[config.mk]
export PLATFORM = sky130hd
export DESIGN_NAME = calc_top
export DESIGN_NICKNAME = d
export VERILOG_FILES = /design/src/design/calc_isa_pkg.sv /design/src/design/calc_pipe_pkg.sv /design/src/design/calc_issue.sv /design/src/design/calc_pipe_int.sv /design/src/design/calc_pipe_mul.sv /design/src/design/calc_completion.sv /design/src/design/calc_top.sv
export SDC_FILE = /design/constraint.sdc
export NUM_CORES = 2
export LEC_CHECK = 0
export ABC_AREA = 1
export BUFFER_PORTS_ARGS = -buffer_cell sky130_fd_sc_hd__clkbuf_2
export CORE_MARGIN = 2
export CORE_UTILIZATION = 47
export CTS_BUF_LIST = sky130_fd_sc_hd__clkbuf_4 sky130_fd_sc_hd__clkbuf_8 sky130_fd_sc_hd__clkbuf_16
export DETAILED_ROUTE_END_ITERATION = 12
export PLACE_DENSITY = 0.7
export SYNTH_ARGS = -nofsm -noshare
export SYNTH_HDL_FRONTEND = slang
export SYNTH_HIERARCHICAL = 1
export SYNTH_SLANG_ARGS = --single-unit
export TNS_END_PERCENT = 100
[constraint.sdc]
create_clock -name clk_i -period 19.4 [get_ports clk_i]
set_input_delay 2.91 -clock clk_i [delete_from_list [all_inputs] [get_ports clk_i]]
set_output_delay 2.91 -clock clk_i [all_outputs]
set_load 0.02 [all_outputs]
[src/design/calc_isa_pkg.sv]
// RV32 integer subset only (ADD SUB AND OR XOR SLT MUL ADDI); the 32-bit word width is fixed
`default_nettype none

package calc_isa_pkg;

  localparam int data_width_c = 32;

  typedef logic [4:0] reg_addr_t;

  // Major opcodes
  localparam logic [6:0] op_reg_c = 7'b0110011;
  localparam logic [6:0] op_imm_c = 7'b0010011;

  localparam logic [2:0] f3_add_c  = 3'b000;
  localparam logic [2:0] f3_sub_c  = 3'b000;
  localparam logic [2:0] f3_and_c  = 3'b111;
  localparam logic [2:0] f3_or_c   = 3'b110;
  localparam logic [2:0] f3_xor_c  = 3'b100;
  localparam logic [2:0] f3_slt_c  = 3'b010;
  localparam logic [2:0] f3_mul_c  = 3'b000;
  localparam logic [2:0] f3_addi_c = 3'b000;

  // ADD, AND, OR, XOR and SLT share the base funct7
  localparam logic [6:0] f7_base_c = 7'b0000000;
  localparam logic [6:0] f7_sub_c  = 7'b0100000;
  localparam logic [6:0] f7_mul_c  = 7'b0000001;

  typedef struct packed {
    logic [6:0] funct7;
    reg_addr_t  rs2;
    reg_addr_t  rs1;
    logic [2:0] funct3;
    reg_addr_t  rd;
    logic [6:0] opcode;
  } instr_rtype_s;

  typedef struct packed {
    logic [11:0] imm12;
    reg_addr_t   rs1;
    logic [2:0]  funct3;
    reg_addr_t   rd;
    logic [6:0]  opcode;
  } instr_itype_s;

  typedef union packed {
    instr_rtype_s r;
    instr_itype_s i;
  } instr_u;

endpackage

`default_nettype wire

[src/design/calc_pipe_pkg.sv]
// Packet layouts assume the four-stage completion pipe with ALU results at stage 1 and MUL at 3
`default_nettype none

package calc_pipe_pkg;

  typedef enum logic [2:0] {
    alu_add_e,
    alu_sub_e,
    alu_and_e,
    alu_or_e,
    alu_xor_e,
    alu_slt_e
  } alu_op_e;

  typedef struct packed {
    logic    pipe_int;
    logic    pipe_mul;
    logic    use_imm;
    logic    illegal;
    logic    irf_w_v;
    alu_op_e alu_op;
  } decode_s;

  // queue_v low with v high marks an injection of rs2_data into rd
  typedef struct packed {
    logic                                   v;
    logic                                   queue_v;
    calc_isa_pkg::instr_u                   instr;
    logic [calc_isa_pkg::data_width_c-1:0] rs1_data;
    logic [calc_isa_pkg::data_width_c-1:0] rs2_data;
  } dispatch_pkt_s;

  typedef struct packed {
    dispatch_pkt_s pkt;
    decode_s       decode;
  } reservation_s;

  typedef struct packed {
    logic                                   w_v;
    calc_isa_pkg::reg_addr_t                rd_addr;
    logic [calc_isa_pkg::data_width_c-1:0] data;
  } wb_pkt_s;

  typedef struct packed {
    logic v;
    logic queue_v;
    logic illegal;
  } exc_stage_s;

  typedef struct packed {
    logic instret;
    logic exception;
  } commit_pkt_s;

  // Write state of one stage plus the data on its way into the next stage
  typedef struct packed {
    logic                                   w_v;
    calc_isa_pkg::reg_addr_t                rd_addr;
    logic [calc_isa_pkg::data_width_c-1:0] next_data;
  } fwd_view_s;

  localparam int comp_stages_c      = 4;
  localparam int commit_stage_c     = 3;
  localparam int int_result_stage_c = 1;
  localparam int mul_result_stage_c = 3;

endpackage

`default_nettype wire

[src/design/calc_issue.sv]
// No back-pressure; upstream must hold MUL consumers off for three cycles after the MUL
`default_nettype none

module calc_issue
 (input  wire logic                                                    clk_i
  , input  wire logic                                                  reset_i
  , input  wire calc_pipe_pkg::dispatch_pkt_s                          dispatch_i
  , input  wire calc_pipe_pkg::fwd_view_s [calc_pipe_pkg::comp_stages_c-1:0] fwd_i
  , input  wire logic                                                  flush_i
  , output calc_pipe_pkg::reservation_s                                reservation_o
  );

  localparam int dw_lp = calc_isa_pkg::data_width_c;

  calc_isa_pkg::instr_u        instr;
  calc_pipe_pkg::decode_s      decode;
  calc_pipe_pkg::reservation_s res_n;
  logic [dw_lp-1:0]            rs1_byp;
  logic [dw_lp-1:0]            rs2_byp;

  assign instr = dispatch_i.instr;

  always_comb
  begin
    decode = '0;
    decode.alu_op = calc_pipe_pkg::alu_add_e;
    decode.illegal = 1'b1;
    if (instr.r.opcode == calc_isa_pkg::op_reg_c)
    begin
      if (instr.r.funct7 == calc_isa_pkg::f7_base_c)
      begin
        decode.pipe_int = 1'b1;
        decode.illegal = 1'b0;
        case (instr.r.funct3)
          calc_isa_pkg::f3_add_c: decode.alu_op = calc_pipe_pkg::alu_add_e;
          calc_isa_pkg::f3_and_c: decode.alu_op = calc_pipe_pkg::alu_and_e;
          calc_isa_pkg::f3_or_c:  decode.alu_op = calc_pipe_pkg::alu_or_e;
          calc_isa_pkg::f3_xor_c: decode.alu_op = calc_pipe_pkg::alu_xor_e;
          calc_isa_pkg::f3_slt_c: decode.alu_op = calc_pipe_pkg::alu_slt_e;
          default:
          begin
            decode.pipe_int = 1'b0;
            decode.illegal = 1'b1;
          end
        endcase
      end
      else if (instr.r.funct7 == calc_isa_pkg::f7_sub_c
               && instr.r.funct3 == calc_isa_pkg::f3_sub_c)
      begin
        decode.pipe_int = 1'b1;
        decode.illegal = 1'b0;
        decode.alu_op = calc_pipe_pkg::alu_sub_e;
      end
      else if (instr.r.funct7 == calc_isa_pkg::f7_mul_c
               && instr.r.funct3 == calc_isa_pkg::f3_mul_c)
      begin
        decode.pipe_mul = 1'b1;
        decode.illegal = 1'b0;
      end
    end
    else if (instr.i.opcode == calc_isa_pkg::op_imm_c
             && instr.i.funct3 == calc_isa_pkg::f3_addi_c)
    begin
      decode.pipe_int = 1'b1;
      decode.use_imm = 1'b1;
      decode.illegal = 1'b0;
    end
    decode.irf_w_v = ~decode.illegal & (instr.r.rd != '0);
    // Injections run no unit, they only carry the rd payload
    if (!dispatch_i.queue_v)
    begin
      decode = '0;
      decode.irf_w_v = (instr.r.rd != '0);
    end
  end

  // Walk oldest to youngest so the youngest matching stage wins
  always_comb
  begin
    rs1_byp = dispatch_i.rs1_data;
    rs2_byp = dispatch_i.rs2_data;
    for (int i = calc_pipe_pkg::comp_stages_c-1; i >= 0; i--)
    begin
      if (dispatch_i.queue_v && fwd_i[i].w_v && fwd_i[i].rd_addr == instr.r.rs1)
        rs1_byp = fwd_i[i].next_data;
      if (dispatch_i.queue_v && !decode.use_imm && fwd_i[i].w_v
          && fwd_i[i].rd_addr == instr.r.rs2)
        rs2_byp = fwd_i[i].next_data;
    end
  end

  always_comb
  begin
    res_n = '{pkt: dispatch_i, decode: decode};
    res_n.pkt.v = dispatch_i.v & ~flush_i;
    res_n.pkt.rs1_data = rs1_byp;
    res_n.pkt.rs2_data = rs2_byp;
  end

  always_ff @(posedge clk_i)
  begin
    reservation_o <= res_n;
    if (reset_i)
      reservation_o.pkt.v <= 1'b0;
  end

endmodule

`default_nettype wire

[src/design/calc_pipe_int.sv]
// Single-cycle ALU; the result is only meaningful while int_v_o is high
`default_nettype none

module calc_pipe_int
 (input  wire calc_pipe_pkg::reservation_s              reservation_i
  , output logic [calc_isa_pkg::data_width_c-1:0]      int_data_o
  , output logic                                        int_v_o
  );

  localparam int dw_lp = calc_isa_pkg::data_width_c;

  logic [11:0]      imm;
  logic [dw_lp-1:0] imm_ext;
  logic [dw_lp-1:0] src_a;
  logic [dw_lp-1:0] src_b;
  logic             slt;

  // Immediate comes through the I-type view of the same word
  assign imm = reservation_i.pkt.instr.i.imm12;
  assign imm_ext = {{(dw_lp-12){imm[11]}}, imm};

  assign src_a = reservation_i.pkt.rs1_data;
  assign src_b = reservation_i.decode.use_imm ? imm_ext : reservation_i.pkt.rs2_data;

  assign slt = $signed(src_a) < $signed(src_b);

  always_comb
  begin
    case (reservation_i.decode.alu_op)
      calc_pipe_pkg::alu_add_e:
        int_data_o = src_a + src_b;
      calc_pipe_pkg::alu_sub_e:
        int_data_o = src_a - src_b;
      calc_pipe_pkg::alu_and_e:
        int_data_o = src_a & src_b;
      calc_pipe_pkg::alu_or_e:
        int_data_o = src_a | src_b;
      calc_pipe_pkg::alu_xor_e:
        int_data_o = src_a ^ src_b;
      calc_pipe_pkg::alu_slt_e:
        int_data_o = {{(dw_lp-1){1'b0}}, slt};
      default:
        int_data_o = '0;
    endcase
  end

  assign int_v_o = reservation_i.pkt.v & reservation_i.decode.pipe_int;

endmodule

`default_nettype wire

[src/design/calc_pipe_mul.sv]
// Low 32 bits of the product only; fixed two-register latency, no stall
`default_nettype none

module calc_pipe_mul
 (input  wire logic                                 clk_i
  , input  wire logic                               reset_i
  , input  wire calc_pipe_pkg::reservation_s        reservation_i
  , input  wire logic                               flush_i
  , output logic [calc_isa_pkg::data_width_c-1:0]  mul_data_o
  , output logic                                    mul_v_o
  );

  localparam int dw_lp = calc_isa_pkg::data_width_c;

  logic [dw_lp-1:0] prod_a_r;
  logic [dw_lp-1:0] prod_b_r;
  logic             v_a_r;
  logic             v_b_r;

  always_ff @(posedge clk_i)
  begin
    prod_a_r <= reservation_i.pkt.rs1_data * reservation_i.pkt.rs2_data;
    prod_b_r <= prod_a_r;
  end

  // Each stage keeps its own valid so two multiplies can overlap
  always_ff @(posedge clk_i)
  begin
    if (reset_i)
    begin
      v_a_r <= 1'b0;
      v_b_r <= 1'b0;
    end
    else
    begin
      v_a_r <= reservation_i.pkt.v & reservation_i.decode.pipe_mul & ~flush_i;
      v_b_r <= v_a_r & ~flush_i;
    end
  end

  assign mul_data_o = prod_b_r;
  assign mul_v_o = v_b_r;

endmodule

`default_nettype wire

[src/design/calc_completion.sv]
// Static unit latencies assumed; only one unit may land a result in a given stage per cycle
`default_nettype none

module calc_completion
 (input  wire logic                                                    clk_i
  , input  wire logic                                                  reset_i
  , input  wire calc_pipe_pkg::dispatch_pkt_s                          dispatch_i
  , input  wire calc_pipe_pkg::reservation_s                           reservation_i
  , input  wire logic [calc_isa_pkg::data_width_c-1:0]                 int_data_i
  , input  wire logic                                                  int_v_i
  , input  wire logic [calc_isa_pkg::data_width_c-1:0]                 mul_data_i
  , input  wire logic                                                  mul_v_i
  , output calc_pipe_pkg::fwd_view_s [calc_pipe_pkg::comp_stages_c-1:0] fwd_o
  , output logic                                                       flush_o
  , output calc_pipe_pkg::wb_pkt_s                                     wb_o
  , output calc_pipe_pkg::commit_pkt_s                                 commit_o
  );

  localparam int stages_lp = calc_pipe_pkg::comp_stages_c;
  localparam int commit_lp = calc_pipe_pkg::commit_stage_c;

  // Entry stages_lp of the next-state array is the committing stage leaving the pipe
  calc_pipe_pkg::wb_pkt_s    [stages_lp:0]   comp_n;
  calc_pipe_pkg::wb_pkt_s    [stages_lp-1:0] comp_r;
  calc_pipe_pkg::exc_stage_s [stages_lp-1:0] exc_n;
  calc_pipe_pkg::exc_stage_s [stages_lp-1:0] exc_r;
  logic                                      injection;

  assign injection = dispatch_i.v & ~dispatch_i.queue_v;

  always_comb
  begin
    comp_n[0].w_v = dispatch_i.v & (dispatch_i.instr.r.rd != '0);
    comp_n[0].rd_addr = dispatch_i.instr.r.rd;
    comp_n[0].data = injection ? dispatch_i.rs2_data : '0;
    exc_n[0].v = dispatch_i.v;
    exc_n[0].queue_v = dispatch_i.queue_v;
    exc_n[0].illegal = 1'b0;
    for (int i = 1; i <= stages_lp; i++)
      comp_n[i] = comp_r[i-1];
    for (int i = 1; i < stages_lp; i++)
      exc_n[i] = exc_r[i-1];

    // The reservation shadows stage 0 and settles its write enable and legality
    comp_n[1].w_v = comp_n[1].w_v & reservation_i.decode.irf_w_v;
    exc_n[1].illegal = reservation_i.decode.illegal;

    if (int_v_i)
      comp_n[calc_pipe_pkg::int_result_stage_c].data = int_data_i;
    if (mul_v_i)
      comp_n[calc_pipe_pkg::mul_result_stage_c].data = mul_data_i;

    // Kill everything younger than the excepting instruction
    if (flush_o)
    begin
      for (int i = 0; i < stages_lp; i++)
      begin
        comp_n[i].w_v = 1'b0;
        exc_n[i].v = 1'b0;
      end
    end
  end

  always_ff @(posedge clk_i)
  begin
    comp_r <= comp_n[stages_lp-1:0];
    exc_r <= exc_n;
    if (reset_i)
    begin
      for (int i = 0; i < stages_lp; i++)
      begin
        comp_r[i].w_v <= 1'b0;
        exc_r[i].v <= 1'b0;
      end
    end
  end

  always_comb
  begin
    for (int i = 0; i < stages_lp; i++)
    begin
      fwd_o[i].w_v = comp_r[i].w_v & exc_r[i].v;
      fwd_o[i].rd_addr = comp_r[i].rd_addr;
      fwd_o[i].next_data = comp_n[i+1].data;
    end
  end

  always_comb
  begin
    wb_o = comp_r[commit_lp];
    wb_o.w_v = comp_r[commit_lp].w_v & exc_r[commit_lp].v;
    commit_o.instret = exc_r[commit_lp].v & ~exc_r[commit_lp].illegal;
    commit_o.exception = exc_r[commit_lp].v & exc_r[commit_lp].queue_v
                         & exc_r[commit_lp].illegal;
  end

  assign flush_o = commit_o.exception;

endmodule

`default_nettype wire

[src/design/calc_top.sv]
// Fixed 4-cycle dispatch to commit latency; upstream owns hazard checking, there is no ready
`default_nettype none

module calc_top
 (input  wire logic                            clk_i
  , input  wire logic                          reset_i
  , input  wire calc_pipe_pkg::dispatch_pkt_s  dispatch_i
  , output calc_pipe_pkg::wb_pkt_s             wb_o
  , output calc_pipe_pkg::commit_pkt_s         commit_o
  );

  calc_pipe_pkg::fwd_view_s [calc_pipe_pkg::comp_stages_c-1:0] fwd;
  calc_pipe_pkg::reservation_s                                 reservation;
  logic [calc_isa_pkg::data_width_c-1:0]                       int_data;
  logic [calc_isa_pkg::data_width_c-1:0]                       mul_data;
  logic                                                        int_v;
  logic                                                        mul_v;
  logic                                                        flush;

  calc_issue u_issue
   (.clk_i(clk_i)
    ,.reset_i(reset_i)
    ,.dispatch_i(dispatch_i)
    ,.fwd_i(fwd)
    ,.flush_i(flush)
    ,.reservation_o(reservation)
    );

  // Integer pipe, 1 cycle
  calc_pipe_int u_pipe_int
   (.reservation_i(reservation)
    ,.int_data_o(int_data)
    ,.int_v_o(int_v)
    );

  // Multiply pipe, 3 cycles
  calc_pipe_mul u_pipe_mul
   (.clk_i(clk_i)
    ,.reset_i(reset_i)
    ,.reservation_i(reservation)
    ,.flush_i(flush)
    ,.mul_data_o(mul_data)
    ,.mul_v_o(mul_v)
    );

  calc_completion u_completion
   (.clk_i(clk_i)
    ,.reset_i(reset_i)
    ,.dispatch_i(dispatch_i)
    ,.reservation_i(reservation)
    ,.int_data_i(int_data)
    ,.int_v_i(int_v)
    ,.mul_data_i(mul_data)
    ,.mul_v_i(mul_v)
    ,.fwd_o(fwd)
    ,.flush_o(flush)
    ,.wb_o(wb_o)
    ,.commit_o(commit_o)
    );

endmodule

`default_nettype wire

==> impl_metrics.py <==
metrics = {
    "outcome": {
        "status": "complete, no violations",
    },
    "worst_setup_path": {
        "timing.rr.start": "u_issue/reservation_o[20]",
        "rr_endpoint": "u_pipe_mul/prod_a_r[31]",
        "reg2reg_slack_ns": 12.49,
        "crit_family": "adder cells",
        "end_kind": "flip-flop",
        "reg2reg_depth": 21,
        "critPathBufInv": 4,
        "worst_path_largest_cell_delay_ns": 1.01,
        "critPathKind": "flip-flop to flip-flop",
        "critPathSlowestCell": "dfxtp_1",
        "startpoint_type": "flip-flop",
        "critical_path.max_fanout": 21,
        "path_cells": "nand2_1 -> fa_1 -> fa_1 -> fa_1 -> inv_1 -> fa_1 -> inv_1 -> fa_1 -> inv_1 -> fa_1 -> fa_1 -> fa_1 -> ha_1 -> a21oi_1 -> o21ai_0 -> nand2_1 -> o211ai_1 -> a31oi_1 -> inv_1 -> nand3_1 -> nand2_1",
        "crit_top_cell": "fa_1",
        "crit_arrival_ns": 7.35,
        "cp.required_ns": 19.83,
    },
    "die": {
        "initial_core_util_pct": 47.33,
        "top_level_ports": 140,
        "die_h_um": 285.4,
        "num_rows": 103,
        "die_w_um": 285.4,
        "core_mm2": 0.07861,
        "die_area_mm2": 0.08143,
    },
    "route": {
        "detail_route.wl_per_cell_um": 18.74,
        "drt_wl_total_um": 119800,
        "drt-initial-drc-count": 3101,
        "num_vias": 32620,
        "vias_per_cell": 5.105,
        "drtPass1Iterations": 6,
        "remaining_drc_errors": 0,
        "drt.antenna.violating_nets": 0,
    },
    "place": {
        "portBuffers": 139,
        "place.gp.congestion": 1.033,
        "dp_hpwl_um": 91490,
    },
    "timing": {
        "drv_slew": 0,
        "clock_skew_ns": 0.04293,
        "post-route-period-util_pct": 35.62,
        "period_minus_slack_ns": 6.911,
        "tns_ns": 0,
        "rsz0062_at_grt": "no",
        "final-hold-violation-count": 0,
        "fmax_mhz": 144.7,
        "worstMarginPinSlew_ns": 1.115,
        "relSlewSlack_pct": 25.57,
        "setup_violations": 0,
    },
    "clock_network": {
        "cts_buffers": 35,
        "cts_hold_buf": 0,
        "clk_latency_ns": 0.57,
        "cts_sinks": 314,
        "cts-root-buf": "clkbuf_16",
        "clk_pin_slew_ns": 0.07,
        "cts_tree": "built",
        "htreeDepth": 2,
        "postCtsSetupRepairBufs": 0,
        "post_cts_resize_count": 0,
        "cts_buffer_depth": 3,
    },
    "yosys": {
        "synth_area_mm2": 0.03721,
        "synth_nets": 6228,
        "postSynthCellCount": 5492,
        "yosys_warnings": 6,
        "syn_area_per_cell_um2": 6.775,
    },
    "grt": {
        "grt_usage_pct": 29.39,
        "grt_start_max_net_pins": 65,
        "antenna_found_initial": 4,
        "grt_pass1_wl_um": 185100,
        "first_global_vias": 32240,
        "grt.overflow.total": 0,
    },
    "final_layout": {
        "syn_to_final_growth_pct": 2.916,
        "layout_commonest_cell": "nand2_1",
        "layout_common_cells": "1563 x nand2_1, 1387 x inv_1, 410 x fa_1, 313 x dfxtp_1",
        "drive_gt1_share_pct": 7.323,
        "fill_cells": 7989,
        "nets": 6051,
    },
    "min_path": {
        "min_from": "u_pipe_mul/prod_a_r[3]",
        "whs_path_depth": 0,
        "min_path_type": "flip-flop to flip-flop",
        "worstHoldEndpoint": "u_pipe_mul/mul_data_o[3]",
    },
    "job": {
        "maxCapViolations": 0,
    },
}
-- layout make-up --
type	count	area (um^2)	share of cell area, %
sequential	314	6287	16.42
timing repair buffer	193	1101	2.876
inverter	1414	5308	13.86
clock inverter	17	145.1	0.3790
multi-input combinational	3357	23150	60.45
antenna	1	2.502	0.006535
tap	1050	1314	3.431
clock buffer	44	985.9	2.575
-- worst register-to-register path: stages, from the launching register on --
cell,delay (ns)
dfxtp_1,1.01
nand2_1,0.19
fa_1,0.57
fa_1,0.45
fa_1,0.55
inv_1,0.05
fa_1,0.49
inv_1,0.05
fa_1,0.52
inv_1,0.05
fa_1,0.44
fa_1,0.56
fa_1,0.45
ha_1,0.36
a21oi_1,0.21
o21ai_0,0.14
nand2_1,0.08
o211ai_1,0.08
a31oi_1,0.35
inv_1,0.08
nand3_1,0.09
nand2_1,0.05
-- per-layer routing --
layer  track usage [%]  routed length (um)  share of wire, %
met5                 0                   5            0.0042
met4             9.895                4326               3.6
met2             47.45               53930                45
met1             40.81               51280                43
met3             3.584               10240               8.6
-- flip-flops by register name (all words and copies together) (netlist names) --
name                   count
u_pipe_mul/mul_data_o     32
u_pipe_mul/v_a_r           1
u_completion/fwd_o        84
u_completion/comp_r       67
u_completion/exc_n         5
u_pipe_mul/mul_v_o         1
u_completion/comp_n        1
u_issue/reservation_o     85
u_completion/exc_r         6
u_pipe_mul/prod_a_r       32
-- per-stage QoR --
| step | hold WS [ns] | utilization [%] | cell area [um^2] | std cells | setup WS (ns) |
|---|---|---|---|---|---|
| after global placement | 0.3109 | 47.27 | 37160 | 6328 | 12.53 |
| after floorplan | 0.3096 | - | 37210 | 5492 | 12.98 |
| after global routing | 0.3331 | 48.70 | 38290 | 6389 | 12.06 |
| after CTS | 0.3212 | 48.70 | 38290 | 6389 | 12.54 |
| final | 0.3185 | 48.71 | 38290 | 6390 | 12.49 |
| after detailed placement | 0.3143 | 47.27 | 37160 | 6328 | 12.56 |
-- how the worst max path moves through the flow --
stage	from	to	slack, ns	depth (start not counted)
after floorplan	u_issue/reservation_o[52]	u_pipe_mul/prod_a_r[26]	12.98	26
after global placement	u_issue/reservation_o[55]	u_pipe_mul/prod_a_r[31]	12.53	23
after detailed placement	u_issue/reservation_o[20]	u_pipe_mul/prod_a_r[31]	12.56	21
after CTS	u_issue/reservation_o[20]	u_pipe_mul/prod_a_r[31]	12.54	21
after global routing	u_issue/reservation_o[55]	u_pipe_mul/prod_a_r[31]	12.06	23
final	u_issue/reservation_o[20]	u_pipe_mul/prod_a_r[31]	12.49	21
Power is left out: the tool's default activity adds up to more than one toggle a clock period on the data nets, which glitch-free logic cannot reach.
